[src/hw/simt_consts.svh]
`ifndef SIMT_CONSTS_SVH
`define SIMT_CONSTS_SVH

// lane geometry
`define SIMT_LANES      8
`define SIMT_DW         32

// id widths
`define SIMT_WARP_W     3
`define SIMT_SCB_W      2

////////////////////////////////////////////////////////////
// apb register map, byte offsets on a 4 bit paddr
////////////////////////////////////////////////////////////
`define SIMT_REG_CTRL     4'h0
`define SIMT_REG_RETIRED  4'h4
`define SIMT_REG_TAKEN    4'h8

`endif
[src/hw/simt_pkg.sv]
`default_nettype none

`include "simt_consts.svh"

package simt_pkg;

    // alu opcodes, same encoding as the operand collector sends
    typedef enum logic [3:0] {
        ADD = 4'd0,     // also add-immediate
        SUB = 4'd1,
        MUL = 4'd2,     // low 16 x low 16
        AND = 4'd3,
        OR  = 4'd4,
        XOR = 4'd5,
        SHR = 4'd6,     // arithmetic
        SHL = 4'd7
    } alu_op_e;

    typedef enum logic [1:0] {
        WRITE = 2'd0,   // result to cdb
        BEQ   = 2'd1,
        BLT   = 2'd2,
        NOP   = 2'd3    // retires silently
    } instr_kind_e;

    typedef logic [`SIMT_LANES-1:0][`SIMT_DW-1:0] lane_data_t;

    // one warp instruction from the operand collector
    typedef struct packed {
        logic [`SIMT_LANES-1:0]  active_mask;
        logic [`SIMT_WARP_W-1:0] warp_id;
        logic [31:0]             instr;
        instr_kind_e             kind;
        alu_op_e                 op;
        lane_data_t              src1;
        lane_data_t              src2;
        logic [15:0]             imm;
        logic                    imm_valid;
        logic [4:0]              dst;
        logic [`SIMT_SCB_W-1:0]  scb_id;
    } issue_t;

    typedef struct packed {
        logic [`SIMT_LANES-1:0]  active_mask;
        logic [`SIMT_WARP_W-1:0] warp_id;
        logic [31:0]             instr;
        logic [4:0]              dst;
        lane_data_t              data;
    } cdb_t;

    // branch resolution, br_valid also clears the scoreboard entry
    typedef struct packed {
        logic [`SIMT_WARP_W-1:0] warp_id;
        logic [`SIMT_SCB_W-1:0]  scb_id;
        logic [`SIMT_LANES-1:0]  outcome;
        logic [31:0]             target;
    } branch_t;

    typedef struct packed {
        logic                   exec_enable;
        logic [`SIMT_LANES-1:0] lane_enable;
    } exec_cfg_t;

endpackage

`default_nettype wire

[src/hw/simt_exec_pipe.sv]
`timescale 1ns/1ps
`default_nettype none

`include "simt_consts.svh"

module simt_exec_pipe
    import simt_pkg::*;
(
    input  logic                   clk,
    input  logic                   rst_n,
    input  exec_cfg_t              cfg,
    input  logic                   issue_valid,
    input  issue_t                 issue,
    output logic                   issue_ready,
    output issue_t                 alu_stage,
    output logic                   alu_valid,
    input  lane_data_t             alu_data,
    input  logic [`SIMT_LANES-1:0] br_outcome,
    input  logic [31:0]            br_target,
    output logic                   out_valid,
    input  logic                   out_ready,
    output cdb_t                   cdb,
    output logic                   cdb_write,
    output branch_t                br,
    output logic                   br_valid,
    output logic                   retire_pulse,
    output logic                   taken_pulse
);

    logic        s1_valid;
    logic        s2_valid;
    issue_t      s1;
    issue_t      issue_masked;
    instr_kind_e s2_kind;
    cdb_t        s2_cdb;
    branch_t     s2_br;
    logic        s1_adv;
    logic        s2_adv;
    logic        issue_fire;
    logic        out_fire;

    ////////////////////////////////////////////////////////////
    // stall logic
    ////////////////////////////////////////////////////////////
    assign s2_adv      = !s2_valid || out_ready;
    assign s1_adv      = s2_adv || !s1_valid;
    assign issue_ready = cfg.exec_enable && s1_adv;
    assign issue_fire  = issue_valid && issue_ready;
    assign out_fire    = s2_valid && out_ready;

    always_comb begin
        issue_masked             = issue;
        issue_masked.active_mask = issue.active_mask & cfg.lane_enable;
    end

    always_ff @(posedge clk or negedge rst_n) begin
        if (!rst_n) begin
            s1_valid <= 1'b0;
            s2_valid <= 1'b0;
        end else begin
            if (s1_adv) s1_valid <= issue_fire;
            if (s2_adv) s2_valid <= s1_valid;  // bubble if stage 1 empty
        end
    end

    always_ff @(posedge clk) begin
        if (issue_fire) s1 <= issue_masked;
        if (s2_adv && s1_valid) begin
            s2_kind <= s1.kind;
            s2_cdb  <= '{active_mask: s1.active_mask, warp_id: s1.warp_id,
                         instr: s1.instr, dst: s1.dst, data: alu_data};
            s2_br   <= '{warp_id: s1.warp_id, scb_id: s1.scb_id,
                         outcome: br_outcome, target: br_target};
        end
    end

    assign alu_stage = s1;
    assign alu_valid = s1_valid;

    assign out_valid = s2_valid;
    assign cdb       = s2_cdb;
    assign br        = s2_br;
    assign cdb_write = s2_valid && (s2_kind == WRITE);
    assign br_valid  = s2_valid && ((s2_kind == BEQ) || (s2_kind == BLT));

    // counter strobes, one cycle after the output handshake
    always_ff @(posedge clk or negedge rst_n) begin
        if (!rst_n) begin
            retire_pulse <= 1'b0;
            taken_pulse  <= 1'b0;
        end else begin
            retire_pulse <= out_fire;
            taken_pulse  <= out_fire && br_valid && (|s2_br.outcome);
        end
    end

    a_hold_under_stall: assert property (@(posedge clk) disable iff (!rst_n)
        out_valid && !out_ready |=> out_valid && $stable(cdb) && $stable(br)
                                    && $stable(cdb_write) && $stable(br_valid))
        else $error("output changed while stalled");

    a_write_xor_branch: assert property (@(posedge clk) disable iff (!rst_n)
        !(cdb_write && br_valid))
        else $error("cdb_write and br_valid both high");

endmodule

`default_nettype wire

[config.mk]
export PLATFORM = sky130hd
export DESIGN_NAME = simt_exec_pipe
export DESIGN_NICKNAME = d
export VERILOG_FILES = /design/src/hw/simt_pkg.sv /design/src/hw/simt_exec_pipe.sv
export VERILOG_INCLUDE_DIRS = /design/src /design/src/hw
export SDC_FILE = /design/constraint.sdc
export NUM_CORES = 1
export LEC_CHECK = 0
export BUFFER_PORTS_ARGS = -buffer_cell sky130_fd_sc_hd__buf_4
export CORE_AREA = 2 2 706 708
export DETAILED_ROUTE_END_ITERATION = 16
export DIE_AREA = 0 0 708 710
export PLACE_DENSITY = 0.3
export SETUP_SLACK_MARGIN = 0.2
export SYNTH_ARGS = -nofsm -noshare
export SYNTH_HDL_FRONTEND = slang
export SYNTH_SLANG_ARGS = --single-unit
export TNS_END_PERCENT = 5
[constraint.sdc]
create_clock -name clk -period 25.2 [get_ports clk]
set_input_delay 1.26 -clock clk [delete_from_list [all_inputs] [get_ports clk]]
set_output_delay 1.26 -clock clk [all_outputs]
set_load 0.01 [all_outputs]
Word-level counts from Yosys, hierarchy flattened
Index checks and enable logic that the tools add are counted. Widths: inputs -> output; s select.

Bits in registers: 937. Latch bits: 0. Bits in writable memories: 0. Bits in read-only memories: 0. Bits of input ports: 894. Memories kept: 0.

Add/sub/neg operators: 0. Multipliers: 0. Div/mod/pow operators: 0. $lt $le $gt $ge: 0. Eq/ne operators: 2. Shift-type cells: 0. Mux-type cells: 0. Bitwise logic cells: 1. Reduce and logical (&&, ||, !) cells: 15.

Operators with widths (count): $and 8x8->8 (1); $logic_and 1x1->1 (8); $reduce_or 8->1 (1); $logic_or 1x1->1 (3); $eq 2x1->1 const B (1); $eq 2x2->1 const B (1); $logic_not 1->1 (2); $logic_not 2->1 (1).

Depth between registers and ports, before layout
Gate-level depths: netlist of run 1.

Depth in word-level cells: 5. Depth in mapped cells: 4. Mapped depth without buffers: 4.

Least setup slack after synthesis of run 1
No wires, ideal clock.

Path type: input to register. From: in issue_valid. To: reg s1 (netlist bit alu_stage[0]), enable pin. Setup time: 1614 ps. Arrival: 26954 ps. Required time: 23586 ps. Setup slack: -3368 ps. Stages: 2. Path buffers: 0. Cells stage by stage: nand2_1 nor2b_1.

Cells in the longest elaborated chain, start to end: 1.

Ends and longest elaborated chain: start, declared (RTL line simt_exec_pipe.sv:12) `input logic issue_valid,`; $logic_and 1x1->1 (RTL line simt_exec_pipe.sv:48) `assign issue_fire = issue_valid && issue_ready;`; via issue_fire (RTL line simt_exec_pipe.sv:39) `logic issue_fire;`; end signal, assigned (RTL line simt_exec_pipe.sv:67) `if (issue_fire) s1 <= issue_masked;`; end, declared (RTL line simt_exec_pipe.sv:32) `issue_t s1;`.

The timed path passes the listed nets, and every way through them passes these cells. A chain may end at the register's enable or synchronous reset.

Worst setup path after layout of run 1
From: in out_ready. To: reg s1 (netlist bit alu_stage[583]), enable pin.

Cells in the longest elaborated chain, start to end: 4.

Ends and longest elaborated chain: start, declared (RTL line simt_exec_pipe.sv:21) `input logic out_ready,`; $logic_or 1x1->1 (RTL line simt_exec_pipe.sv:45) `assign s2_adv = !s2_valid || out_ready;`; $logic_or 1x1->1 (RTL line simt_exec_pipe.sv:46) `assign s1_adv = s2_adv || !s1_valid;`; $logic_and 1x1->1 (RTL line simt_exec_pipe.sv:47) `assign issue_ready = cfg.exec_enable && s1_adv;`; $logic_and 1x1->1 (RTL line simt_exec_pipe.sv:48); via issue_fire (RTL line simt_exec_pipe.sv:39).

The timed path passes the listed nets, and every way through them passes these cells.

==> impl_metrics.ini, run 1 <==
[power_and_ir_drop]
p_seq_share_pct = 43.2
p_clk_share_pct = 47.1
finalPower_mw = 4.31
p_switching_mw = 1.14
p_int_mw = 3.17
p_comb_share_pct = 9.7
power.leakage_nw = 20.0
power_density_nw_per_um2 = 78.3
vdd_drop_max_uv = 47.4
swShare_pct = 26.5

[timing]
final-hold-violation-count = 0
fmax_ghz = 0.195
final-setup-viol-count = 0
maxSlewViolCount = 0
timing.slew.headroom_pct = 34.7
worst_slew_pin_slew_ps = 979
tns_ps = 0
finalClockSkew_ps = 64.8
layout_min_cycle_time_ps = 5120
finalCritPeriodShare_pct = 20.3
fin_ws_ps = 20080
rsz0062_at_grt = false

[floorplanning]
rows = 259
io_pins = 1835
initial_core_util_pct = 5.71
die_h_um = 710
core_um2 = 495000
fp.dieW_um = 708
die_area_um2 = 503000

[global_routing]
grt.total_usage_pct = 14.3
grt_start_max_net_pins = 137
grt_pass1_wl_mm = 421
antenna_found_initial = 503
grt-ovfl-total = 0
grt_pass1_vias = 21100

[critical_path]
crit_top_cell = buf_4
crit_type = primary input to flip-flop
path_cells = buf_4 -> nand3b_1 -> nor2b_4 -> buf_4 -> buf_4 -> buf_4 -> buf_4 -> buf_4
path_max_fanout = 63
arrival_ps = 5580
worst_setup_path_start_kind = primary input
worst_setup_path_end_kind = flip-flop
critPathSlowestCell = buf_4
reg2reg_depth = 7
max_stage_delay_ps = 810
required_ps = 25650

[synthesis]
synth_common_cells = edfxtp_1, and2_1, dfrtp_1
synthCells = 966
ys_seq_area_share_pct = 99.4
netlist.area_leader.share_pct = 99.0
yosys_warnings = 0
synth.most_common_cell = edfxtp_1
postSynthAreaPerCell_um2 = 29.3
synth-async-reset-ratio_pct = 0.427
synth.area.top_cells = edfxtp_1, dfrtp_1, and2_1
ys_types = 14
synth_fp_nets = 1861
synth.ff_latch_count = 937
synth_ff_type = edfxtp_1
syn_area_um2 = 28300
synth_top_area_cell = edfxtp_1
synth_edf_count = 933

[clock_tree]
cts-root-buf = clkbuf_16
cts_buffers = 144
cts_buffer_depth = 4
cts_sinks = 937
cts_tree = built
cts_resized = 0
clk_pin_slew_ps = 50
cts_max_level = 4
cts_setup_buffers = 0
cts_hold_buffers = 0
clk_latency_ps = 870

[cells_and_area]
drive_above_1_share_pct = 67.1
fin_util_pct = 11.1
area_growth_syn_to_layout_pct = 94.6
nets = 3855

[detailed_routing]
drt-vias-per-instance = 2.26
final_antenna_net_count = 0
vias = 21800
drc = 0
drt-initial-drc-count = 1868
routed_wirelength_mm = 374
dr.pass1.iters = 5
wl_per_cell_um = 38.7

[place]
dpl.hpwl_mm = 336
io_buffers = 1834
dp_slack_ps = 19090
routabilityCongestion = 0.988

[job]
drv_cap = 0

[run_status]
status = finished clean

[worst_hold_path]
worstHoldPathType = primary input to async pin
==> flip-flops by register name, summed over array words and instances, names as in the netlist <==
name and count:
alu_stage 585, alu_valid 1, br 45, retire_pulse 1
taken_pulse 1, out_valid 1, cdb 301, s2_kind 2
==> layout by cell type (no fill, tap or decap), drive strengths merged <==
cell      synthesis  final
ha                1      1
nand3b            1      1
dfrtp             4      4
nand2b            2      2
nand2             2      2
diode             0     77
clkinvlp          0     10
nor4              2      2
nor2b             1      1
and2             13     13
clkinv            0     57
nand3             1      1
edfxtp          933    933
inv               2      7
a21oi             1      1
bufinv            0      9
clkbuf            0    172
buf               3   1851
==> routing by layer <==
metal	vias to the layer above	wire length, um	track usage [%]	part of all wire [%]
met2	2024	168000	22.8	45
met4	182	15200	4.38	4.1
met1	10700	132000	15.2	35
met5	-	1220	0	0.33
met3	899	57300	9.53	15
li1	8079	-	-	-
==> logic make-up after synthesis <==
logic type	share of synthesized area [%]
buffers and inverters	0.106
flip-flops	99.4
AO/OA/AOI/OAI	0.0177
adder cells (fa/ha/maj)	0.0442
AND/OR/NAND/NOR	0.482
==> path summary, 6_finish.rpt <==
| kind | endpoint | start | slack, ps |
|---|---|---|---|
| min reg2reg | cdb[274]$_DFFE_PP_ | alu_stage[555]$_DFFE_PP_ | 450 |
| min in group clk | cdb[274]$_DFFE_PP_ | alu_stage[555]$_DFFE_PP_ | 450 |
| max reg2reg | alu_stage[583]$_DFFE_PP_ | out_valid$_DFFE_PN0P_ | 20150 |
| min | retire_pulse$_DFF_PN0_ | rst_n | 240 |
| max in group asynchronous | alu_valid$_DFFE_PN0P_ | rst_n | 24860 |
| max | alu_stage[583]$_DFFE_PP_ | out_ready | 20080 |
==> through the flow <==
step                      instance area [um^2]  instances  hold WS [ps]
after floorplan                          28300        966           499
after CTS                                54900       9592           106
after global routing                     55000       9618           155
after global placement                   50300       9337           445
after detailed placement                 50400       9339           437
final                                    55100       9669           237
==> worst max-delay path: cells and delay by family <==
family,cells,cell delay (ps)
buf+inv,6,3460
simple gates,2,520
==> cell type report <==
cell class                 count  area [um^2]
antenna                       77          193
timing repair buffer        1851        13900
fill                       56200       440000
tap                         6525         8160
multi-input combinational     24          176
inverter                       2         7.51
clock inverter                81          681
clock buffer                 172         3840
sequential                   937        28100
==> power by group through the flow <==
| stage | Sequential [mW] | Combinational (mW) | Clock, mW |
|---|---|---|---|
| 2_1_floorplan | 1.94 | 0.0296 | 0 |
| 3_3_place_gp | 1.89 | 0.439 | 0 |
| 3_5_place_dp | 1.89 | 0.440 | 0 |
| 4_1_cts | 1.86 | 0.441 | 2.13 |
| 5_1_grt | 1.87 | 0.446 | 2.17 |
| 6_report | 1.86 | 0.419 | 2.03 |
No activity file was read; power rests on OpenSTA's default activity.
==> run 2, diff against run 1 <==
--- a/config.mk
+++ b/config.mk
@@ -6,10 +6,11 @@
 export SDC_FILE = /design/constraint.sdc
 export NUM_CORES = 1
 export LEC_CHECK = 0
+export ABC_AREA = 1
 export BUFFER_PORTS_ARGS = -buffer_cell sky130_fd_sc_hd__buf_4
-export CORE_AREA = 2 2 706 708
+export CORE_AREA = 2 2 707 709
 export DETAILED_ROUTE_END_ITERATION = 16
-export DIE_AREA = 0 0 708 710
+export DIE_AREA = 0 0 709 711
 export PLACE_DENSITY = 0.3
 export SETUP_SLACK_MARGIN = 0.2
 export SYNTH_ARGS = -nofsm -noshare
==> constraint.sdc (replaced) <==
create_clock -name clk -period 4.6 [get_ports clk]
set_input_delay 0.23 -clock clk [delete_from_list [all_inputs] [get_ports clk]]
set_output_delay 0.23 -clock clk [all_outputs]
set_load 0.01 [all_outputs]
==> impl_metrics.ini, run 2 <==
[place]
dpl.hpwl_mm = 331
routabilityCongestion = 0.987
dp_slack_ps = 1810
io_buffers = 1834

[synthesis]
synthCells = 986
yosys_warnings = 0
ys_types = 12
netlist.area_leader.share_pct = 98.9
ys_seq_area_share_pct = 99.3
postSynthAreaPerCell_um2 = 28.7
synth_ff_type = edfxtp_1
synth_top_area_cell = edfxtp_1
synth.ff_latch_count = 937
synth-async-reset-ratio_pct = 0.427
synth_fp_nets = 1881
synth.most_common_cell = edfxtp_1
synth_edf_count = 933
syn_area_um2 = 28300
synth_common_cells = edfxtp_1, inv_1, nand2_1
synth.area.top_cells = edfxtp_1, dfrtp_1, inv_1

[clock_tree]
cts-root-buf = clkbuf_16
cts_max_level = 4
cts_sinks = 937
clk_pin_slew_ps = 60
cts_setup_buffers = 0
cts_buffer_depth = 4
cts_tree = built
cts_buffers = 137
clk_latency_ps = 840

[cells_and_area]
layout_common_cells = buf_4, edfxtp_1, dlygate4sd3_1
fillers = 55600
nets = 4805
seq_area_um2 = 28100
layout_commonest_cell = buf_4
drive_above_1_share_pct = 51.9
area_growth_syn_to_layout_pct = 129
largest_reg_flops = 585
multi_input_area_um2 = 146

[critical_path]
startpoint = out_valid$_DFFE_PN0P_
worst_setup_path_end_kind = flip-flop
path_max_fanout = 53
rr_endpoint = alu_stage[559]$_DFFE_PP_
crit_type = flip-flop to flip-flop
reg2reg_from = out_valid$_DFFE_PN0P_
arrival_ps = 3080
required_ps = 5070
reg2reg_slack_ps = 1990
worst_setup_path_start_kind = flip-flop
reg2reg_depth = 5

[global_routing]
grt-ovfl-total = 0
antenna_found_initial = 433
grt_start_max_net_pins = 79
grt_pass1_wl_mm = 430
grt_pass1_vias = 26100
grt.total_usage_pct = 14.1

[floorplanning]
initial_core_util_pct = 5.71
die_h_um = 711
rows = 259
die_area_um2 = 504000
fp.dieW_um = 709
io_pins = 1835
core_um2 = 496000

[detailed_routing]
drt-vias-per-instance = 2.35
dr.pass1.iters = 5
vias = 25400
final_antenna_net_count = 0
wl_per_cell_um = 34.3
drc = 0
routed_wirelength_mm = 370
drt-initial-drc-count = 1749

[timing]
final-hold-violation-count = 0
maxSlewViolCount = 0
fin_ws_ps = 1990
finalClockSkew_ps = 34.8
layout_min_cycle_time_ps = 2610
timing.slew.headroom_pct = 30.2
fmax_ghz = 0.383
final-setup-viol-count = 0
fin_hold_ws_ps = 118
worst_slew_pin_slew_ps = 1050
rsz0062_at_grt = false
finalCritPeriodShare_pct = 56.8

[worst_hold_path]
worstHoldStart = issue[270]
holdPathStages = 2
worstHoldEndpoint = alu_stage[270]$_DFFE_PP_
worstHoldPathType = primary input to flip-flop

[power_and_ir_drop]
power.leakage_nw = 24.1
vdd_drop_max_uv = 259
power_density_nw_per_um2 = 383

[job]
drv_cap = 0

[run_status]
status = finished clean
==> run 2: changes by cell type after synthesis, moves of 2 or more <==
cell,previous run,this run
nor2_1,0,7
nor4_1,2,0
and2_2,3,0
inv_1,2,17
nand2_1,2,16
nand2b_1,2,0
and2_1,10,0
==> run 2: per-layer routing <==
metal  wire length, um  GRT usage (%)  share of wire (%)  vias up
met5              1040              0               0.28        -
met4             14400           4.09                3.9      158
met3             41700           6.60                 11      769
met2            162000           22.2                 44     1873
met1            151000           17.2                 41    12500
li1                  -              -                  -    10100
==> run 2: layout make-up <==
type	count	share of cell area [%]
Multi-Input combinational cell	28	0.225
Sequential cell	937	43.3
Tap cell	6655	12.8
Clock buffer	155	5.53
Clock inverter	89	1.55
Antenna cell	115	0.443
Timing Repair Buffer	2788	36.0
Inverter	18	0.104
==> run 2: repair_timing <==
item                      in CTS  in global routing
gates resized for setup        0                  0
hold buffers                 921                  0
hold endpoints to repair     889                  0
==> run 2: logic make-up (layout without fill, tap and decap cells) <==
family | Yosys count | in the layout | share of synthesized area, %
DFF | 937 | 937 | 99.3
buffers and inverters | 21 | 3050 | 0.318
and+or+nand+nor | 25 | 25 | 0.345
other | 0 | 115 | 0
adders and majority gates | 1 | 1 | 0.0442
AOI/OAI and AO/OA | 2 | 2 | 0.0353
==> run 2: worst max-delay path, cell delays in order, from the launching register on <==
cell	delay, ps
dfrtp_2	480
nand3_2	100
nand2_2	80
nor2_4	790
buf_12	350
buf_12	340
==> run 2: power by group <==
part / switching [mW] / internal [mW] / leakage, nW
Sequential: 0.407 / 9.95 / 8.78
Clock: 4.59 / 6.66 / 2.23
Combinational: 1.77 / 1.51 / 13.1
Total: 6.77 / 18.1 / 24.1
==> run 2: worst max-delay path by stage <==
stage,to,slack (ps),cells past startpoint
finish,alu_stage[559]$_DFFE_PP_,1990,5
CTS,alu_stage[538]$_DFFE_PP_,1800,5
detailed placement,alu_stage[550]$_DFFE_PP_,1810,5
floorplan,alu_stage[0]$_DFFE_PP_,-5060,3
global placement,alu_stage[538]$_DFFE_PP_,1790,5
global route,alu_stage[3]$_DFFE_PP_,1850,5
==> run 2: metrics by stage <==
stage | instances | setup TNS [ps] | power [mW] | util, % | cell area (um^2)
6_report | 10800 | 0 | 24.9 | 13.1 | 65000
5_1_grt | 10700 | 0 | 25.8 | 13.1 | 64800
4_1_cts | 10700 | 0 | 25.6 | 13.0 | 64700
3_5_place_dp | 9505 | 0 | 13.0 | 10.2 | 50900
3_3_place_gp | 9505 | 0 | 13.0 | 10.2 | 50900
2_1_floorplan | 986 | -3668890 | 10.7 | - | 28400
